$ cat config.mk
export PLATFORM = sky130hd
export DESIGN_NAME = packet_writer
export DESIGN_NICKNAME = d
export VERILOG_FILES = /design/src/design/test_ctrl_pkg.sv /design/src/design/packet_writer.sv
export SDC_FILE = /design/constraint.sdc
export NUM_CORES = 1
export LEC_CHECK = 0
export BUFFER_PORTS_ARGS = -buffer_cell sky130_fd_sc_hd__buf_2
export CORE_MARGIN = 4
export CORE_UTILIZATION = 35
export DETAILED_ROUTE_END_ITERATION = 10
export SETUP_SLACK_MARGIN = 0.3
export SYNTH_ARGS = -nofsm -noshare
export SYNTH_HDL_FRONTEND = slang
export SYNTH_SLANG_ARGS = --single-unit
$ cat constraint.sdc
create_clock -name clk -period 7.8 [get_ports clk]
set_clock_uncertainty 0.2 [all_clocks]
set_input_delay 0.78 -clock clk [delete_from_list [all_inputs] [get_ports clk]]
set_output_delay 0.78 -clock clk [all_outputs]
set_load 0.1 [all_outputs]
$ cat src/design/test_ctrl_pkg.sv
// Self-test controller shared definitions
// Packet commands, test numbers, error codes, FSM states and the
// packed structs passed between reader, sequencer and writer
package test_ctrl_pkg;

    // ========================================
    // Protocol encodings
    // ========================================

    // Command field in the top two bits of a header byte
    typedef enum logic [1:0] {
        CMD_TEST_START   = 2'd0,
        CMD_TEST_DATA    = 2'd1,
        CMD_TEST_STOP    = 2'd2,
        CMD_TEST_STOPPED = 2'd3
    } cmd_e;

    typedef enum logic [7:0] {
        TEST_RECEIVE      = 8'd1,
        TEST_SEND         = 8'd2,
        TEST_RECEIVE_SEND = 8'd3
    } test_num_e;

    typedef enum logic [7:0] {
        TEST_ERROR_NONE                  = 8'd0,
        TEST_ERROR_INVALID_START_PAYLOAD = 8'd1,
        TEST_ERROR_INVALID_STOP_PAYLOAD  = 8'd2,
        TEST_ERROR_INVALID_CMD           = 8'd3,
        TEST_ERROR_INVALID_TEST_NUM      = 8'd4,
        TEST_ERROR_INVALID_TEST_DATA     = 8'd5
    } test_err_e;

    // Payload length field of a header byte
    localparam int LEN_W = 6;

    // ========================================
    // Block interfaces
    // ========================================

    // One received byte, tagged with the packet it belongs to
    typedef struct packed {
        logic             is_header;
        cmd_e             cmd;
        logic [LEN_W-1:0] length;
        logic [7:0]       data;
    } rx_evt_t;

    typedef enum logic [1:0] {
        TX_STATUS,
        TX_ECHO,
        TX_STREAM
    } tx_kind_e;

    // One packet for the writer to produce
    typedef struct packed {
        tx_kind_e   kind;
        test_err_e  code;
        logic [1:0] arg_count;
        logic [7:0] arg0;
        logic [7:0] arg1;
        logic [7:0] echo;
    } tx_req_t;

    typedef enum logic [2:0] {
        SEQ_RECEIVE,
        SEQ_ECHO,
        SEQ_STREAM,
        SEQ_REPORT,
        SEQ_DONE
    } seq_state_e;

    typedef enum logic [1:0] {
        WR_IDLE,
        WR_BUFFER,
        WR_HEADER,
        WR_PAYLOAD
    } wr_state_e;

endpackage

$ cat src/design/packet_writer.sv
// Packet writer
// Serializes status and echo packets from a small byte buffer, and
// generates framed streams of incrementing data. Writes one byte per
// cycle while the output FIFO is neither full nor almost full.
`timescale 1ns/1ps

module packet_writer #(
    parameter int SEND_LEN     = 4,
    parameter int SEND_PACKETS = 2
) (
    input  logic                   clk,
    input  logic                   reset_i,
    input  test_ctrl_pkg::tx_req_t tx_req_i,
    input  logic                   tx_valid_i,
    input  logic                   full_i,
    input  logic                   afull_i,
    output logic                   tx_ready_o,
    output logic                   tx_done_o,
    output logic                   wr_en_o,
    output logic [7:0]             wr_data_o
);

    test_ctrl_pkg::wr_state_e        state_q;
    logic [7:0]                      pkt_buf [4];
    logic [1:0]                      idx_q;
    logic [1:0]                      last_idx_q;
    logic [test_ctrl_pkg::LEN_W-1:0] pay_left_q;
    logic [7:0]                      pkt_left_q;
    logic [7:0]                      data_q;
    logic                            can_wr;
    logic                            last_byte;

    assign can_wr     = !full_i && !afull_i;
    assign tx_ready_o = (state_q == test_ctrl_pkg::WR_IDLE);
    assign wr_en_o    = can_wr && (state_q != test_ctrl_pkg::WR_IDLE);

    // Last byte of the current request
    assign last_byte = (state_q == test_ctrl_pkg::WR_BUFFER && idx_q == last_idx_q) ||
                       (state_q == test_ctrl_pkg::WR_PAYLOAD && pay_left_q == 6'd1 &&
                        pkt_left_q == 8'd1);
    assign tx_done_o = wr_en_o && last_byte;

    always_comb begin
        case (state_q)
            test_ctrl_pkg::WR_BUFFER:  wr_data_o = pkt_buf[idx_q];
            test_ctrl_pkg::WR_HEADER:  wr_data_o = {test_ctrl_pkg::CMD_TEST_DATA,
                                                    test_ctrl_pkg::LEN_W'(SEND_LEN)};
            test_ctrl_pkg::WR_PAYLOAD: wr_data_o = data_q;
            default:                   wr_data_o = 8'h00;
        endcase
    end

    // Status and echo bytes, loaded when a request is taken
    always_ff @(posedge clk) begin
        if (tx_valid_i && tx_ready_o) begin
            if (tx_req_i.kind == test_ctrl_pkg::TX_ECHO) begin
                pkt_buf[0] <= {test_ctrl_pkg::CMD_TEST_DATA, 6'd1};
                pkt_buf[1] <= tx_req_i.echo;
            end else begin
                pkt_buf[0] <= {test_ctrl_pkg::CMD_TEST_STOPPED, 4'd0, tx_req_i.arg_count + 2'd1};
                pkt_buf[1] <= tx_req_i.code;
                pkt_buf[2] <= tx_req_i.arg0;
                pkt_buf[3] <= tx_req_i.arg1;
            end
        end
    end

    // ========================================
    // Writer FSM
    // ========================================
    always_ff @(posedge clk or posedge reset_i) begin
        if (reset_i) begin
            state_q    <= test_ctrl_pkg::WR_IDLE;
            idx_q      <= 2'd0;
            last_idx_q <= 2'd0;
            pay_left_q <= '0;
            pkt_left_q <= 8'd0;
            data_q     <= 8'd0;
        end else begin
            case (state_q)
                test_ctrl_pkg::WR_IDLE: begin
                    if (tx_valid_i) begin
                        idx_q <= 2'd0;
                        case (tx_req_i.kind)
                            test_ctrl_pkg::TX_STREAM: begin
                                pkt_left_q <= 8'(SEND_PACKETS);
                                data_q     <= 8'd0;
                                state_q    <= test_ctrl_pkg::WR_HEADER;
                            end
                            test_ctrl_pkg::TX_ECHO: begin
                                last_idx_q <= 2'd1;
                                state_q    <= test_ctrl_pkg::WR_BUFFER;
                            end
                            default: begin
                                last_idx_q <= tx_req_i.arg_count + 2'd1;
                                state_q    <= test_ctrl_pkg::WR_BUFFER;
                            end
                        endcase
                    end
                end

                test_ctrl_pkg::WR_BUFFER: begin
                    if (can_wr) begin
                        idx_q <= idx_q + 2'd1;
                        if (last_byte) begin
                            state_q <= test_ctrl_pkg::WR_IDLE;
                        end
                    end
                end

                test_ctrl_pkg::WR_HEADER: begin
                    if (can_wr) begin
                        pay_left_q <= test_ctrl_pkg::LEN_W'(SEND_LEN);
                        state_q    <= test_ctrl_pkg::WR_PAYLOAD;
                    end
                end

                default: begin
                    if (can_wr) begin
                        data_q     <= data_q + 8'd1;
                        pay_left_q <= pay_left_q - 1'b1;
                        if (pay_left_q == 6'd1) begin
                            pkt_left_q <= pkt_left_q - 8'd1;
                            state_q    <= (pkt_left_q == 8'd1) ? test_ctrl_pkg::WR_IDLE :
                                                                 test_ctrl_pkg::WR_HEADER;
                        end
                    end
                end
            endcase
        end
    end

endmodule

==> results.sh, run 1 <==
export IMPL_status="complete, no violations"
export IMPL_top_layer_used="met4"
export IMPL_cp_slowest_cell="dfrtp_1"
export IMPL_cts_buffers_inserted=5
export IMPL_crit_top_cell="nor2_1"
export IMPL_portBuffers=51
export IMPL_postCtsHoldBufs=0
export IMPL_finalHoldViolCount=0
export IMPL_clock_fmax_mhz=274
export IMPL_critPathLaunchType="register"
export IMPL_critPathKind="reg -> out"
export IMPL_grt_use_total_pct=13.7
export IMPL_mappedNetlistArea_um2=2980
export IMPL_clk_pin_slew_ns=0.11
export IMPL_maxSlewViolCount=0
export IMPL_slew_headroom_pct=54.5
export IMPL_nets=368
export IMPL_dieArea_um2=10100
export IMPL_synth_cell_types=56
export IMPL_yosysWarnings=0
export IMPL_r2r_start="state_q[1]"
export IMPL_drt_initial_drc_count=106
export IMPL_ios=52
export IMPL_area_growth_pct=15.0
export IMPL_ys_async_sr_fraction_pct=50.9
export IMPL_cp_data_arrival_time_ns=2.67
export IMPL_r2r_slack_ns=4.78
export IMPL_cts_resized=0
export IMPL_first_global_vias=2283
export IMPL_vdd_drop_max_mv=0.205
export IMPL_rr_worst_depth=6
export IMPL_antenna_found_initial=0
export IMPL_syn_nets=322
export IMPL_grt_ovfl_total=0
export IMPL_wl_met2_mm=2.98
export IMPL_finalWirelength_mm=6.47
export IMPL_wl_met3_um=336
export IMPL_cp_num_buf_inv=1
export IMPL_grt_pass1_wl_mm=11.1
export IMPL_crit_fanout=9
export IMPL_setup_violations=0
export IMPL_finalSetupTns_ns=0
export IMPL_cts_tree="built"
export IMPL_ant_nets=0
export IMPL_grt_max_degree=29
export IMPL_power_density_nw_per_um2=368
export IMPL_worst_slew_pin_slew_ns=0.682
export IMPL_crit_family="simple AND/OR/NAND/NOR gates"
export IMPL_synthFlopType="dfrtp_1"
export IMPL_avgSynthCellArea_um2=11.0
export IMPL_diodes=0
export IMPL_vias=2277
export IMPL_endpoint_kind="output pin"
export IMPL_drive_gt1_share_pct=27.4
export IMPL_whs_ns=0.323
export IMPL_postCtsSetupBuffers=0
export IMPL_cts_sinks=55
export IMPL_core_um2=8260
export IMPL_power_leakage_nw=1.40
export IMPL_yosysSeqAreaShare_pct=50.7
export IMPL_cpPeakStageDelay_ns=0.46
export IMPL_finalCritPeriodShare_pct=46.8
export IMPL_r2r_end="pkt_left_q[4]"
export IMPL_start_util_pct=36.1
export IMPL_met1Wirelength_mm=3.09
export IMPL_avgViaCountPerCell=5.38
export IMPL_drc=0
export IMPL_hold_class="in -> async"
export IMPL_ys_ff_latch=55
export IMPL_rsz0062_at_grt="no"
export IMPL_cp_required_ns=6.82
export IMPL_htree_num_levels=2
export IMPL_die_h_um=100
export IMPL_insertion_delay_ns=0.31
export IMPL_fp_dieW_um=100
export IMPL_routedWlPerCell_um=15.3
export IMPL_layout_min_cycle_time_ns=3.65
export IMPL_hpwlAfterDp_mm=4.75
export IMPL_max_cap_violations=0
export IMPL_critical_path_cell_chain="ha_1, or4bb_1, nor4_1, nor2_1, nor2_1, buf_2"
export IMPL_num_rows=33
export IMPL_drt_pass1_iterations=4
export IMPL_cts_root_buffer="clkbuf_8"
export IMPL_routabilityCongestion=0.790
export IMPL_clk_path_buf_depth=2
export IMPL_synth_edf_count=27
export IMPL_netlist_instances=271
[state kept, by name, summed over array words and instances (netlist names)]
register and flops:
idx_q 2, pkt_buf 27, data_q 8, state_q 2
pkt_left_q 8, pay_left_q 6, last_idx_q 2
[logic make-up after synthesis]
kind of cell	count (synthesis)	share of synthesized area, %
mux	21	8.90
simple gates	88	15.7
buf+inv	26	4.03
fa+ha+maj	10	4.20
compound gates	64	14.5
flops	55	50.7
xor+xnor	7	2.06
[worst max-delay path by stage]
stage / startpoint / end / slack (ns) / cells past startpoint
final: state_q[1] / tx_done_o / 4.15 / 6
after global routing: state_q[1] / tx_done_o / 3.94 / 6
after CTS: state_q[1] / tx_done_o / 4.16 / 6
after detailed placement: state_q[1] / tx_done_o / 4.52 / 6
after global placement: state_q[1] / tx_done_o / 4.58 / 6
after floorplan: state_q[0] / tx_done_o / 3.68 / 6
[final cells by class]
class | count | area (um2)
clock buffers | 5 | 68.8
clock inverters | 3 | 50.0
fillers | 800 | 4830
inverters | 12 | 45.0
multi-input cells | 190 | 1350
flip-flops and latches | 55 | 1510
well taps | 105 | 131
repair buffers | 53 | 270
[power breakdown]
part | switching (mW) | total (mW) | internal (mW)
combinational | 0.386 | 0.574 | 0.188
sequential | 0.0897 | 0.488 | 0.398
clock | 0.103 | 0.202 | 0.0992
[placed cells by master (no fill, tap or decap), types with 5 or more instances in the layout]
master | netlist | final
ha_1 | 10 | 10
edfxtp_1 | 27 | 27
nor3_1 | 6 | 6
o21ai_0 | 11 | 11
buf_2 | 1 | 51
nand2_1 | 16 | 16
nor2_1 | 29 | 28
or4_1 | 7 | 7
inv_1 | 12 | 12
clkbuf_8 | 1 | 5
dfrtp_1 | 28 | 28
mux2_2 | 14 | 14
a21oi_1 | 18 | 18
[tightest hold or removal path: stages]
cell and delay, ns:
buf_2 0.09, inv_1 0.04, buf_4 0.35
[Yosys cell counts (3+ instances only)]
library cell | count | area [um2]
or4_1 | 7 | 52.6
o21ai_0 | 11 | 55.1
nor3_1 | 6 | 30.0
ha_1 | 10 | 125
a22oi_1 | 3 | 22.5
xnor2_1 | 4 | 35.0
inv_1 | 12 | 45.0
dfrtp_1 | 28 | 701
o31ai_1 | 4 | 30.0
edfxtp_1 | 27 | 811
nand3_1 | 4 | 20.0
or3_1 | 3 | 18.8
nand2_1 | 16 | 60.1
mux2i_1 | 4 | 40.0
a32oi_1 | 3 | 26.3
mux4_2 | 3 | 67.6
a2111oi_0 | 3 | 26.3
a31oi_1 | 3 | 18.8
clkbuf_1 | 9 | 33.8
a21oi_1 | 18 | 90.1
mux2_2 | 14 | 158
xor2_1 | 3 | 26.3
nor2b_1 | 4 | 25.0
nor2_1 | 29 | 109
[metal layers]
metal	GRT usage (%)	vias up
met5	0	-
met4	3.11	0
met3	2.92	7
met2	21.8	60
met1	19.2	1101
li1	-	1109
[metrics by stage]
step | cell area, um2 | total power, mW | util, % | cells | setup slack, ns
CTS | 3430 | 1.28 | 41.5 | 423 | 4.16
global placement | 3310 | 1.06 | 40.1 | 415 | 4.58
global route | 3430 | 1.36 | 41.5 | 423 | 3.94
finish | 3430 | 1.26 | 41.5 | 423 | 4.15
floorplan | 2980 | 0.947 | - | 271 | 3.68
detailed placement | 3310 | 1.07 | 40.1 | 415 | 4.52
Power figures use the tool's default switching activity.
==> run 2: changes to the inputs <==
- ABC_AREA: not set -> 1
- clock period: 7.8 -> 3.5 ns (I/O delays scaled with it)
==> run 2 against run 1 <==
Against the previous run: synthesized cell count grew 38%; area after synthesis grew 4.2%; sequential share of layout area shrank 2.9 points; sequential power grew 120%; total power grew 130%; clock power grew 81%; critical path type unchanged; critical endpoint is now wr_en_o; largest cell class unchanged.
==> results.sh, run 2 <==
export IMPL_drc=0
export IMPL_synth_top_cell_by_area="edfxtp_1"
export IMPL_reg_top3="pkt_buf: 27 flops, data_q: 8 flops, pkt_left_q: 8 flops"
export IMPL_max_cap_violations=0
export IMPL_hold_class="in -> reg"
export IMPL_die_h_um=102
export IMPL_cp_required_ns=2.95
export IMPL_synth_compound_area_share_pct=11.9
export IMPL_nets=488
export IMPL_avgViaCountPerCell=4.77
export IMPL_drt_pass1_iterations=5
export IMPL_grt_max_degree=29
export IMPL_cts_tree="built"
export IMPL_ys_async_sr_fraction_pct=50.9
export IMPL_syn_nets=425
export IMPL_synthTopCellsByCount="nand2_1, inv_1, nor2_1"
export IMPL_routabilityCongestion=0.779
export IMPL_mappedNetlistArea_um2=3110
export IMPL_most_common_layout_cells="nand2_1, buf_2, inv_1, nor2_1, dfrtp_1"
export IMPL_largest_register_ffs=27
export IMPL_postCtsSetupBuffers=0
export IMPL_num_rows=34
export IMPL_avgSynthCellArea_um2=8.30
export IMPL_first_global_vias=2432
export IMPL_yosysSeqAreaShare_pct=48.7
export IMPL_insertion_delay_ns=0.31
export IMPL_wl_met3_um=284
export IMPL_grt_use_total_pct=13.8
export IMPL_synthXorXnorAreaFrac_pct=1.13
export IMPL_wl_met2_mm=3.29
export IMPL_clk_pin_slew_ns=0.10
export IMPL_critical_path_cell_chain="inv_1, ha_1, inv_2, nand2_2, inv_1, buf_2"
export IMPL_critPathKind="reg -> out"
export IMPL_synthMuxAreaShare_pct=0
export IMPL_critPathLaunchType="register"
export IMPL_endpoint_kind="output pin"
export IMPL_ios=52
export IMPL_synth_top_family_by_area="simple AND/OR/NAND/NOR gates"
export IMPL_synthFlopType="dfrtp_1"
export IMPL_synth_edf_count=27
export IMPL_top_layer_used="met4"
export IMPL_antenna_found_initial=0
export IMPL_finalHoldViolCount=0
export IMPL_postCtsHoldBufs=9
export IMPL_drive_gt1_share_pct=19.9
export IMPL_cp_data_arrival_time_ns=2.45
export IMPL_area_growth_pct=18.1
export IMPL_finalCritPeriodShare_pct=85.8
export IMPL_status="complete, no violations"
export IMPL_crit_top_cell="inv_1"
export IMPL_grt_ovfl_total=0
export IMPL_routedWlPerCell_um=12.6
export IMPL_yosysMostFrequentCell="nand2_1"
export IMPL_fp_dieW_um=102
export IMPL_rsz0062_at_grt="no"
export IMPL_cts_sinks=55
export IMPL_dieArea_um2=10400
export IMPL_post_route_util_pct=42.3
export IMPL_ys_ff_latch=55
export IMPL_whs_ns=0.0155
export IMPL_start_util_pct=35.8
export IMPL_yosysTopAreaCellShare_pct=26.1
export IMPL_htree_num_levels=2
export IMPL_worst_slew_pin_slew_ns=1.08
export IMPL_clock_fmax_mhz=333
export IMPL_yosysWarnings=0
export IMPL_clk_path_buf_depth=2
export IMPL_cts_resized=0
export IMPL_power_leakage_nw=1.76
export IMPL_layout_min_cycle_time_ns=3.00
export IMPL_maxSlewViolCount=0
export IMPL_synthAdderAreaFrac_pct=4.03
export IMPL_synth_top_cells_by_area="edfxtp_1, dfrtp_1, nand2_1"
export IMPL_cts_buffers_inserted=5
export IMPL_core_um2=8680
export IMPL_portBuffers=51
export IMPL_synth_cell_types=36
export IMPL_power_density_nw_per_um2=790
export IMPL_vias=2603
export IMPL_ant_nets=0
export IMPL_crit_fanout=17
export IMPL_met1Wirelength_mm=3.23
export IMPL_setup_ws_ns=0.498
export IMPL_slew_headroom_pct=28.2
export IMPL_mostFrequentLayoutCell="nand2_1"
export IMPL_grt_pass1_wl_mm=11.4
export IMPL_cpPeakStageDelay_ns=0.66
export IMPL_diodes=0
export IMPL_dp_slack_ns=0.844
export IMPL_regMostFlops="pkt_buf"
export IMPL_setup_violations=0
export IMPL_cp_slowest_cell="ha_1"
export IMPL_drt_initial_drc_count=86
export IMPL_vdd_drop_max_mv=0.305
export IMPL_synthSimpleGateAreaFrac_pct=25.8
export IMPL_hpwlAfterDp_mm=5.11
export IMPL_netlist_instances=374
export IMPL_finalWirelength_mm=6.86
export IMPL_cts_root_buffer="clkbuf_8"
## run 2: cell types whose count changed after synthesis, moves of 5 or more
cell / change
nand2_2: +7
nand2_1: +87
o22ai_1: +5
inv_1: +38
nand3_1: +18
nand4_1: +7
a21oi_1: -5
o21ai_2: +6
or4_1: -7
mux2_2: -14
clkbuf_1: -8
o21ai_0: +12
## run 2: path summary, 6_finish.rpt
| kind | slack [ns] | to | cells after the start | from |
|---|---|---|---|---|
| hold reg to reg | 0.30 | pkt_left_q[1] | 2 | pkt_left_q[1] |
| setup / recovery | 0.50 | wr_en_o | 6 | state_q[0] |
| hold / removal | 0.02 | pkt_buf[3][2] | 1 | tx_req_i[10] |
| setup reg to reg | 0.83 | pkt_buf[2][7] | 6 | state_q[0] |
| min in group asynchronous | 0.09 | data_q[3] | 2 | reset_i |
| max in group asynchronous | 2.36 | data_q[2] | 2 | reset_i |
## run 2: routing by layer
| metal | up-vias | track usage (%) |
|---|---|---|
| li1 | 1342 | - |
| met5 | - | 0 |
| met4 | 0 | 3.23 |
| met1 | 1200 | 18.2 |
| met2 | 53 | 23.0 |
| met3 | 8 | 3.14 |
## run 2: critical path: cells and delay by family (launching register included)
kind / cells / cell delay, ns
flip-flops: 1 / 0.44
AND/OR/NAND/NOR: 1 / 0.21
adder cells (fa/ha/maj): 1 / 0.66
buffers and inverters: 4 / 0.83
## run 2: area by class of cell
| cell class | instances | area [um2] |
|---|---|---|
| fillers | 902 | 5010 |
| clock buffers | 5 | 68.8 |
| well taps | 108 | 135 |
| inverters | 52 | 195 |
| flip-flops and latches | 55 | 1510 |
| multi-input cells | 258 | 1340 |
| clock inverters | 3 | 22.5 |
| repair buffers | 65 | 393 |
## run 2: stage by stage
step	std cells	setup TNS, ns	instance area [um2]	total power [mW]
after floorplan	374	-0.0454	3120	2.28
after global placement	525	0	3450	2.51
after detailed placement	525	0	3450	2.54
after CTS	542	0	3630	2.92
after global routing	546	0	3670	3.16
final	546	0	3670	2.90
## run 2: kinds of logic after synthesis
logic type      count (synthesis)
fa+ha+maj                      10
buf+inv                        61
compound gates                 60
xor+xnor                        4
simple gates                  184
flops                          55
## run 2: power breakdown
part | internal [mW] | switching (mW) | leakage [nW] | total, mW
sequential | 0.899 | 0.176 | 0.615 | 1.08
combinational | 0.409 | 1.05 | 1.09 | 1.46
clock | 0.145 | 0.219 | 0.0489 | 0.365
total | 1.45 | 1.44 | 1.76 | 2.90
